$ cat config.mk
export PLATFORM = sky130hd
export DESIGN_NAME = mipsCore
export DESIGN_NICKNAME = d
export VERILOG_FILES = /design/src/verilog/mipsPkg.sv /design/src/verilog/decodeExecuteIf.sv /design/src/verilog/mipsCore.sv /design/src/verilog/executeStage.sv /design/src/verilog/decodeStage.sv /design/src/verilog/fetchStage.sv
export VERILOG_INCLUDE_DIRS = /design/src /design/src/include
export SDC_FILE = /design/constraint.sdc
export NUM_CORES = 2
export LEC_CHECK = 0
export BUFFER_PORTS_ARGS = -buffer_cell sky130_fd_sc_hd__buf_2
export CELL_PAD_IN_SITES_DETAIL_PLACEMENT = 1
export CELL_PAD_IN_SITES_GLOBAL_PLACEMENT = 2
export CORE_MARGIN = 1.5
export CORE_UTILIZATION = 53
export DETAILED_ROUTE_END_ITERATION = 7
export GPL_ROUTABILITY_DRIVEN = 0
export PLACE_DENSITY = 0.9
export REMOVE_ABC_BUFFERS = 1
export SLEW_MARGIN = 20
export SYNTH_ARGS = -nofsm -noshare
export SYNTH_HDL_FRONTEND = slang
export SYNTH_SLANG_ARGS = --single-unit
$ cat constraint.sdc
create_clock -name clk -period 9.66 [get_ports clk]
set_input_delay 1.932 -clock clk [delete_from_list [all_inputs] [get_ports clk]]
set_output_delay 1.932 -clock clk [all_outputs]
set_load 0.005 [all_outputs]
$ cat src/include/mips_defs.svh
/* Sizes shared by the pipeline. PROGRAM_DEPTH must be a power of two,
   because the PC word index wraps modulo the depth */
`ifndef MIPS_DEFS_SVH
`define MIPS_DEFS_SVH

// Data and instruction width
`define DATA_WIDTH 32

// Architectural registers and their index width
`define REG_COUNT 32
`define REG_ADDR_WIDTH $clog2(`REG_COUNT)

// Program memory in words and its word address width
`define PROGRAM_DEPTH 64
`define PROG_ADDR_WIDTH $clog2(`PROGRAM_DEPTH)

`endif
$ cat src/verilog/mipsPkg.sv
/* Encodings for the supported MIPS32 subset only.
   Loads, stores, jumps and shifts have no opcode here */
package mipsPkg;

	// Primary opcode, instruction bits 31:26
	typedef enum logic [5:0] {
		opRType = 6'h00,
		opBeq   = 6'h04,
		opBne   = 6'h05,
		opAddi  = 6'h08,
		opOri   = 6'h0D
	} opcode_e;

	// R-type function code, instruction bits 5:0
	typedef enum logic [5:0] {
		functAdd = 6'h20,
		functSub = 6'h22,
		functAnd = 6'h24,
		functOr  = 6'h25,
		functNor = 6'h27
	} funct_e;

	// Operation selected for the execute ALU
	typedef enum logic [2:0] {
		aluAdd = 3'd0,
		aluSub = 3'd1,
		aluAnd = 3'd2,
		aluOr  = 3'd3,
		aluNor = 3'd4
	} aluOp_e;

endpackage

$ cat src/verilog/decodeExecuteIf.sv
/* One decoded instruction per clock, no handshake.
   Decode owns every signal and execute only reads */
`timescale 1ns/1ps
`include "mips_defs.svh"

interface decodeExecuteIf;
	import mipsPkg::*;

	logic                        valid;
	aluOp_e                      aluOp;
	logic [`DATA_WIDTH-1:0]      operandA;
	// Register or extended immediate
	logic [`DATA_WIDTH-1:0]      operandB;
	// rt value for the branch compare
	logic [`DATA_WIDTH-1:0]      storeData;
	logic [`REG_ADDR_WIDTH-1:0]  rs;
	logic [`REG_ADDR_WIDTH-1:0]  rt;
	logic                        useRt;
	logic [`REG_ADDR_WIDTH-1:0]  dest;
	logic                        regWrite;
	logic                        isBeq;
	logic                        isBne;
	logic [`DATA_WIDTH-1:0]      branchTarget;

	modport decode (output valid, aluOp, operandA, operandB, storeData, rs, rt, useRt,
		dest, regWrite, isBeq, isBne, branchTarget);

	modport execute (input valid, aluOp, operandA, operandB, storeData, rs, rt, useRt,
		dest, regWrite, isBeq, isBne, branchTarget);

endinterface

$ cat src/verilog/mipsCore.sv
/* Four-stage core with no stalls. The program port is meant for loading
   while reset is high, and wb* reports each retired register write */
`timescale 1ns/1ps
`include "mips_defs.svh"

module mipsCore (
	input  logic                         clk,
	input  logic                         reset,
	input  logic                         progWrite,
	input  logic [`PROG_ADDR_WIDTH-1:0]  progAddr,
	input  logic [`DATA_WIDTH-1:0]       progData,
	output logic                         wbValid,
	output logic [`REG_ADDR_WIDTH-1:0]   wbDest,
	output logic [`DATA_WIDTH-1:0]       wbData
);

	// Fetch/decode register outputs
	logic [`DATA_WIDTH-1:0]  instruction;
	logic [`DATA_WIDTH-1:0]  pc4;
	logic                    fetchValid;
	// Taken branch from execute
	logic                    redirect;
	logic [`DATA_WIDTH-1:0]  redirectTarget;

	decodeExecuteIf deBus ();

	fetchStage i_fetch (
		.clk            (clk),
		.reset          (reset),
		.progWrite      (progWrite),
		.progAddr       (progAddr),
		.progData       (progData),
		.redirect       (redirect),
		.redirectTarget (redirectTarget),
		.instruction    (instruction),
		.pc4            (pc4),
		.fetchValid     (fetchValid)
	);

	decodeStage i_decode (
		.clk         (clk),
		.reset       (reset),
		.instruction (instruction),
		.pc4         (pc4),
		.fetchValid  (fetchValid),
		.redirect    (redirect),
		.wbValid     (wbValid),
		.wbDest      (wbDest),
		.wbData      (wbData),
		.toExecute   (deBus.decode)
	);

	executeStage i_execute (
		.clk            (clk),
		.reset          (reset),
		.fromDecode     (deBus.execute),
		.redirect       (redirect),
		.redirectTarget (redirectTarget),
		.wbValid        (wbValid),
		.wbDest         (wbDest),
		.wbData         (wbData)
	);

endmodule

$ cat src/verilog/executeStage.sv
/* Forwarding covers only the execute/writeback register. Older results
   reach execute through the register file bypass in decode */
`timescale 1ns/1ps
`include "mips_defs.svh"

module executeStage (
	input  logic                         clk,
	input  logic                         reset,
	decodeExecuteIf.execute              fromDecode,
	output logic                         redirect,
	output logic [`DATA_WIDTH-1:0]       redirectTarget,
	output logic                         wbValid,
	output logic [`REG_ADDR_WIDTH-1:0]   wbDest,
	output logic [`DATA_WIDTH-1:0]       wbData
);
	import mipsPkg::*;

	logic                    fwdRs;
	logic                    fwdRt;
	logic [`DATA_WIDTH-1:0]  aluA;
	logic [`DATA_WIDTH-1:0]  aluB;
	logic [`DATA_WIDTH-1:0]  compareB;
	logic [`DATA_WIDTH-1:0]  aluResult;
	logic                    operandsEqual;
	logic                    retire;

	// wbValid never names r0, so r0 reads are never replaced
	assign fwdRs = wbValid && (wbDest == fromDecode.rs);
	assign fwdRt = wbValid && (wbDest == fromDecode.rt);

	assign aluA     = fwdRs ? wbData : fromDecode.operandA;
	// Immediate operand B is never forwarded
	assign aluB     = (fwdRt && fromDecode.useRt) ? wbData : fromDecode.operandB;
	assign compareB = fwdRt ? wbData : fromDecode.storeData;

	// ALU
	always_comb begin
		case (fromDecode.aluOp)
			aluAdd:  aluResult = aluA + aluB;
			aluSub:  aluResult = aluA - aluB;
			aluAnd:  aluResult = aluA & aluB;
			aluOr:   aluResult = aluA | aluB;
			aluNor:  aluResult = ~(aluA | aluB);
			default: aluResult = aluA + aluB;
		endcase
	end

	// Branch resolution
	assign operandsEqual  = (aluA == compareB);
	assign redirect       = fromDecode.valid &&
		((fromDecode.isBeq && operandsEqual) || (fromDecode.isBne && !operandsEqual));
	assign redirectTarget = fromDecode.branchTarget;

	// Only real register writes retire, never to r0
	assign retire = fromDecode.valid && fromDecode.regWrite && (fromDecode.dest != '0);

	// Execute/writeback valid
	always_ff @(posedge clk) begin
		if (reset) begin
			wbValid <= 1'b0;
		end else begin
			wbValid <= retire;
		end
	end

	// Execute/writeback payload
	always_ff @(posedge clk) begin
		wbDest <= fromDecode.dest;
		wbData <= aluResult;
	end

endmodule

$ cat src/verilog/decodeStage.sv
/* Unknown opcodes and function codes decode as no-ops, so the all-zero word
   retires nothing. Register file writes come only from the writeback port */
`timescale 1ns/1ps
`include "mips_defs.svh"

module decodeStage (
	input  logic                         clk,
	input  logic                         reset,
	input  logic [`DATA_WIDTH-1:0]       instruction,
	input  logic [`DATA_WIDTH-1:0]       pc4,
	input  logic                         fetchValid,
	input  logic                         redirect,
	input  logic                         wbValid,
	input  logic [`REG_ADDR_WIDTH-1:0]   wbDest,
	input  logic [`DATA_WIDTH-1:0]       wbData,
	decodeExecuteIf.decode               toExecute
);
	import mipsPkg::*;

	opcode_e                     opcode;
	funct_e                      funct;
	logic [`REG_ADDR_WIDTH-1:0]  rsIdx;
	logic [`REG_ADDR_WIDTH-1:0]  rtIdx;
	logic [`REG_ADDR_WIDTH-1:0]  rdIdx;
	logic [`DATA_WIDTH-1:0]      signImm;
	logic [`DATA_WIDTH-1:0]      zeroImm;
	logic [`DATA_WIDTH-1:0]      rsValue;
	logic [`DATA_WIDTH-1:0]      rtValue;
	logic [`DATA_WIDTH-1:0]      regFile [`REG_COUNT];

	aluOp_e                      aluOpNext;
	logic [`DATA_WIDTH-1:0]      immNext;
	logic                        useRtNext;
	logic [`REG_ADDR_WIDTH-1:0]  destNext;
	logic                        regWriteNext;
	logic                        isBeqNext;
	logic                        isBneNext;

	// Instruction fields
	assign opcode  = opcode_e'(instruction[31:26]);
	assign funct   = funct_e'(instruction[5:0]);
	assign rsIdx   = instruction[25:21];
	assign rtIdx   = instruction[20:16];
	assign rdIdx   = instruction[15:11];
	assign signImm = {{(`DATA_WIDTH-16){instruction[15]}}, instruction[15:0]};
	assign zeroImm = {{(`DATA_WIDTH-16){1'b0}}, instruction[15:0]};

	// Control decode
	always_comb begin
		aluOpNext    = aluAdd;
		immNext      = signImm;
		useRtNext    = 1'b0;
		destNext     = rtIdx;
		regWriteNext = 1'b0;
		isBeqNext    = 1'b0;
		isBneNext    = 1'b0;
		case (opcode)
			opRType: begin
				useRtNext    = 1'b1;
				destNext     = rdIdx;
				regWriteNext = 1'b1;
				case (funct)
					functAdd: aluOpNext = aluAdd;
					functSub: aluOpNext = aluSub;
					functAnd: aluOpNext = aluAnd;
					functOr:  aluOpNext = aluOr;
					functNor: aluOpNext = aluNor;
					// Includes the all-zero word
					default:  regWriteNext = 1'b0;
				endcase
			end
			opAddi: regWriteNext = 1'b1;
			opOri: begin
				aluOpNext    = aluOr;
				immNext      = zeroImm;
				regWriteNext = 1'b1;
			end
			opBeq: begin
				aluOpNext = aluSub;
				useRtNext = 1'b1;
				isBeqNext = 1'b1;
			end
			opBne: begin
				aluOpNext = aluSub;
				useRtNext = 1'b1;
				isBneNext = 1'b1;
			end
			default: ;
		endcase
	end

	// Register file, cleared on reset
	always_ff @(posedge clk) begin
		if (reset) begin
			for (int i = 0; i < `REG_COUNT; i++) begin
				regFile[i] <= '0;
			end
		end else if (wbValid) begin
			regFile[wbDest] <= wbData;
		end
	end

	// Reads see a same-cycle write, r0 stays zero
	assign rsValue = (rsIdx == '0) ? '0 :
		(wbValid && wbDest == rsIdx) ? wbData : regFile[rsIdx];
	assign rtValue = (rtIdx == '0) ? '0 :
		(wbValid && wbDest == rtIdx) ? wbData : regFile[rtIdx];

	// Decode/execute valid, dropped on a taken branch
	always_ff @(posedge clk) begin
		if (reset) begin
			toExecute.valid <= 1'b0;
		end else begin
			toExecute.valid <= fetchValid && !redirect;
		end
	end

	// Decode/execute payload
	always_ff @(posedge clk) begin
		toExecute.aluOp        <= aluOpNext;
		toExecute.operandA     <= rsValue;
		toExecute.operandB     <= useRtNext ? rtValue : immNext;
		toExecute.storeData    <= rtValue;
		toExecute.rs           <= rsIdx;
		toExecute.rt           <= rtIdx;
		toExecute.useRt        <= useRtNext;
		toExecute.dest         <= destNext;
		toExecute.regWrite     <= regWriteNext;
		toExecute.isBeq        <= isBeqNext;
		toExecute.isBne        <= isBneNext;
		// Word offset scaled to bytes, relative to pc plus 4
		toExecute.branchTarget <= pc4 + {signImm[`DATA_WIDTH-3:0], 2'b00};
	end

endmodule

$ cat src/verilog/fetchStage.sv
/* Program memory is written only through the load port, meant for use while
   reset is high. Addresses wrap at PROGRAM_DEPTH words */
`timescale 1ns/1ps
`include "mips_defs.svh"

module fetchStage (
	input  logic                         clk,
	input  logic                         reset,
	input  logic                         progWrite,
	input  logic [`PROG_ADDR_WIDTH-1:0]  progAddr,
	input  logic [`DATA_WIDTH-1:0]       progData,
	input  logic                         redirect,
	input  logic [`DATA_WIDTH-1:0]       redirectTarget,
	output logic [`DATA_WIDTH-1:0]       instruction,
	output logic [`DATA_WIDTH-1:0]       pc4,
	output logic                         fetchValid
);

	logic [`DATA_WIDTH-1:0]       pc;
	logic [`DATA_WIDTH-1:0]       pcPlus4;
	logic [`PROG_ADDR_WIDTH-1:0]  pcIndex;
	logic [`DATA_WIDTH-1:0]       progMem [`PROGRAM_DEPTH];

	assign pcPlus4 = pc + `DATA_WIDTH'd4;
	// Word index, byte offset dropped
	assign pcIndex = pc[`PROG_ADDR_WIDTH+1:2];

	// Load port, one word per clock
	always_ff @(posedge clk) begin
		if (progWrite) begin
			progMem[progAddr] <= progData;
		end
	end

	// PC and fetch/decode valid
	always_ff @(posedge clk) begin
		if (reset) begin
			pc         <= '0;
			fetchValid <= 1'b0;
		end else if (redirect) begin
			// Taken branch in execute, drop the word being fetched
			pc         <= redirectTarget;
			fetchValid <= 1'b0;
		end else begin
			pc         <= pcPlus4;
			fetchValid <= 1'b1;
		end
	end

	// Fetch/decode payload
	always_ff @(posedge clk) begin
		instruction <= progMem[pcIndex];
		pc4         <= pcPlus4;
	end

endmodule

==> results.md <==
Clocking:
- The clock root buffer master is clkbuf_16.
- The maximum level of the CTS H-tree is 5.
- The later pin in the worst-skew pair is clocked with a latency of 1.00 ns.
- In this run, post-CTS repair resized a total of 0 instances.
- Buffers inserted during clock tree synthesis total 340.
- The number of hold-repair buffers added at the cts stage is 0.
- The total clock sinks is 3,280.
- The number of post-CTS setup repair buffers is 0.
- Clock-pin slew was measured on the worst setup and hold paths at approximately 0.06 ns.
- Counting along the longest clock path gives a buffer depth of 4.
- The TritonCTS clock tree is built.

Yosys:
- After synthesis, the cell types taking the most area are edfxtp_1 (64%), mux4_2 (20%), dfxtp_1 (2.9%), and2_1 (2.4%), nor3_1 (1.8%).
- Counting flops with an async set or reset pin after synthesis yields a share of 0%.
- The number of distinct library cells after synthesis is ~90.
- The library cell with the highest instance count after synthesis is edfxtp_1.
- The area share of xor/xnor cells in the synthesized design is 0.6297%.
- The simple-gate area share of the yosys netlist is ~6.0%.
- The area fraction in compound gates after synthesis is roughly 2.1%.
- Among all flip-flop cells after synthesis, the most frequent one is edfxtp_1.
- During synthesis, Yosys emitted a total of 0 warnings.
- By area, the combinational part of the netlist is dominated by multiplexers.
- The mux cell area share after synthesis is 21.50%.
- Dividing the synthesized area by the synthesized cell count gives approximately 19 sq um.
- The commonest cells after synthesis are edfxtp_1 (3,072), mux4_2 (1,295), and2_1 (550).
- The synthesized netlist occupies a cell area of roughly 140,000 sq um.
- Of the total synthesized cell area, the portion taken by full adders, half adders and majority gates is less than 1%.
- The synthesized netlist cell count is 7,642.
- Sequential cells were found to cover about two thirds of the synthesized design area.
- The number of enable flip-flop cells after synthesis is about 3k.
- The area fraction of the dominant cell type after synthesis is between 60% and 70%.
- The flop and latch count out of synthesis is ~3.3k.
- The biggest area contributor in the post-synthesis netlist is edfxtp_1.

Hold path:
- The number of instances on the worst hold path is 0.
- In this run the worst hold path is classified as register to register.

Placement:
- The detailed-placement wirelength estimate is 275.6 mm.
- The count of port buffers added during placement is 78.

Worst setup path:
- The required time of the critical path is between 10 and 15 ns.
- For the worst setup path, the data arrival time is 6.84 ns.
- The number of cell instances on the worst register-to-register path is 19.
- Traced cell by cell, the critical path runs through xnor2_1, nand3_1, nor2_2, buf_4, mux2i_1, nand2_1, nand2_1, xnor2_1, ha_1, a21o_1, a21o_1, a21o_1, o2bb2ai_1, a31o_2, a21o_1, a221oi_1, o21ai_0, xnor2_1, o21ai_0.
- The kind of start point of the critical path is a register.
- The largest stage delay on the critical path is around 0.65 ns.
- The most frequent cell on the critical path is a21o_1.
- The cell type of the slowest stage on the worst timing path is dfxtp_1.
- The worst setup path is captured at a register.
- The instance count on the critical path is 19.
- Of all nets on the critical path, the largest fanout is 18.
- The cell class contributing the biggest share of worst-path delay is compound AO/OA/AOI/OAI gates.
- The classification of the worst setup path is register to register.
- Together, buffers and inverters on the worst path number 1.

Die:
- Once the floorplan was initialized, standard cells occupied roughly 53% of the core.
- After floorplanning, the core was sized to cover roughly 270,000 sq um.
- The count of standard-cell rows is 190.
- The die extent in y is ~520 microns.
- The die outline width is about 520 microns.
- The number of top-level pins is 79.
- The die area is 273,400 sq um.

Status:
- The flow ran to the end, and the final reports show no timing, DRC or antenna violations.

Power:
- The analysis attributes to cell leakage a power of 51.09 nW.
- The total power of the final layout is around 37 mW.
- The power density normalized to cell area is about 230 nW/um^2.
- VDD sags by at most about 0.26 mV.

Layout:
- The synthesis-to-layout area growth is 11.12%.
- The number of filler cells placed in the layout is between 20k and 25k.
- The post-route core utilization is between 50% and 60%.
- Cells with a size suffix above 1 make up 28.96% of the layout.
- The number of nets in the final layout is 7,695.

Detailed routing:
- The total routed wirelength is about 490 mm.
- The detailed-route via count is around 84k.
- The detailed router finished its first iteration with about 13k violations.
- Before antenna repair, the detailed router went through 6 iterations.
- The via count normalized by instance count is 7.322.
- The post-route DRC violation count is 0.
- The count of nets left with antenna violations after detail routing is 0.
- The post-detailed-route wirelength per cell is about 43 microns.

STA:
- The final critical path takes up roughly 63% of the cycle.
- Setup violations remaining at the end of the flow were counted as 0.
- The final setup skew is approximately 0.097 ns.
- The transition at the pin with the smallest max-transition slack is approximately 1.2 ns.
- Setup repair after global routing left no endpoint under its margin.
- The total count of hold-check failures in the final report is 0.
- For the finished layout, the period the worst path requires is just over 6 ns.
- The number of slew-limit violations in the final report is 0.
- The total negative slack is 0 ns.
- Hold is met by 0.3568 ns.
- The relative slew slack is a little under a fifth.
- Static timing analysis puts the maximum clock frequency at 165.6 MHz.

Global route:
- The maximum number of pins on one net before global-route repair is 120.
- The total track usage is between 30% and 40%.
- The first global-routing pass estimated a little under 700 mm of wire.
- The sum of overflow across all layers after global routing is 0.
- The initial antenna violation count was 64.
- The via count of the first global-routing pass is 85.21k.

Flow run:
- Across the run, the number of max-cap violations was 0.
[where the power goes]
part           leakage, nW  switching [mW]  internal [mW]
clock                 5.45            6.06           7.63
sequential            30.7           0.615           16.0
combinational         14.9            4.18           2.35
total                 51.1            10.9           26.0
[worst paths after layout]
check                        startpoint                   end  slack (ns)
min reg2reg  i_decode.toExecute.dest[0]   i_execute.wbDest[0]        0.36
max reg2reg         i_execute.wbDest[2]  i_execute.wbData[28]        3.62
max                 i_execute.wbDest[2]  i_execute.wbData[28]        3.62
min          i_decode.toExecute.dest[0]   i_execute.wbDest[0]        0.36
[cell usage in the layout (no fill, tap or decap), drive strengths merged, types with 67 or more instances in the layout]
master	count
dfxtp	208
edfxtp	3072
a21oi	82
clkbuf	417
nor3	516
buf	278
mux4	1295
a211oi	90
nor2	237
inv	72
nand2	92
mux2i	133
and2	550
clkinv	145
o21ai	81
xnor2	67
[cell families after synthesis]
kind of cell | Yosys count
adders and majority gates | 65
xor gates and xnor gates | 103
muxes | 1454
and+or+nand+nor | 1598
DFF | 3280
buffers and inverters | 713
AOI/OAI and AO/OA | 429
[area by class of cell]
type                       count  area, sq um  area share [%]
clock inverter               204         2281           1.433
tap                         3552         4444           2.792
antenna                       25        62.56         0.03930
multi-input combinational   3649        44670           28.06
timing repair buffer         278         2057           1.292
inverter                      65        244.0          0.1533
clock buffer                 417         8954           5.625
sequential                  3280        96470           60.60
[per-stage QoR]
step	instances	worst slack, ns	area (sq um)
finish	11470	3.622	159200
CTS	11440	3.705	159000
global placement	10820	3.816	147800
detailed placement	10820	3.715	147800
floorplan	6994	-12.91	140700
global route	11460	3.296	159100
[routing by layer]
metal / GRT usage (%) / wire length (microns)
met4: 20.63 / 32930
met2: 56.66 / 233600
met5: 0 / 314
met3: 8.489 / 61450
met1: 47.55 / 166100
[state kept, by name (all words and copies together) (netlist names), 5 cells and up]
| name | flops |
|---|---|
| i_fetch.progMem | 2048 |
| i_decode.regFile | 1024 |
| i_decode.toExecute.operandA | 32 |
| i_decode.toExecute.operandB | 32 |
| i_decode.toExecute.storeData | 32 |
| i_execute.wbData | 32 |
| i_fetch.instruction | 32 |
| i_decode.toExecute.branchTarget | 6 |
| i_fetch.pc4 | 6 |
| i_fetch.pc | 6 |
| i_decode.toExecute.dest | 5 |
| i_decode.toExecute.rs | 5 |
| i_decode.toExecute.rt | 5 |
| i_execute.wbDest | 5 |
Power figures use the tool's default switching activity.
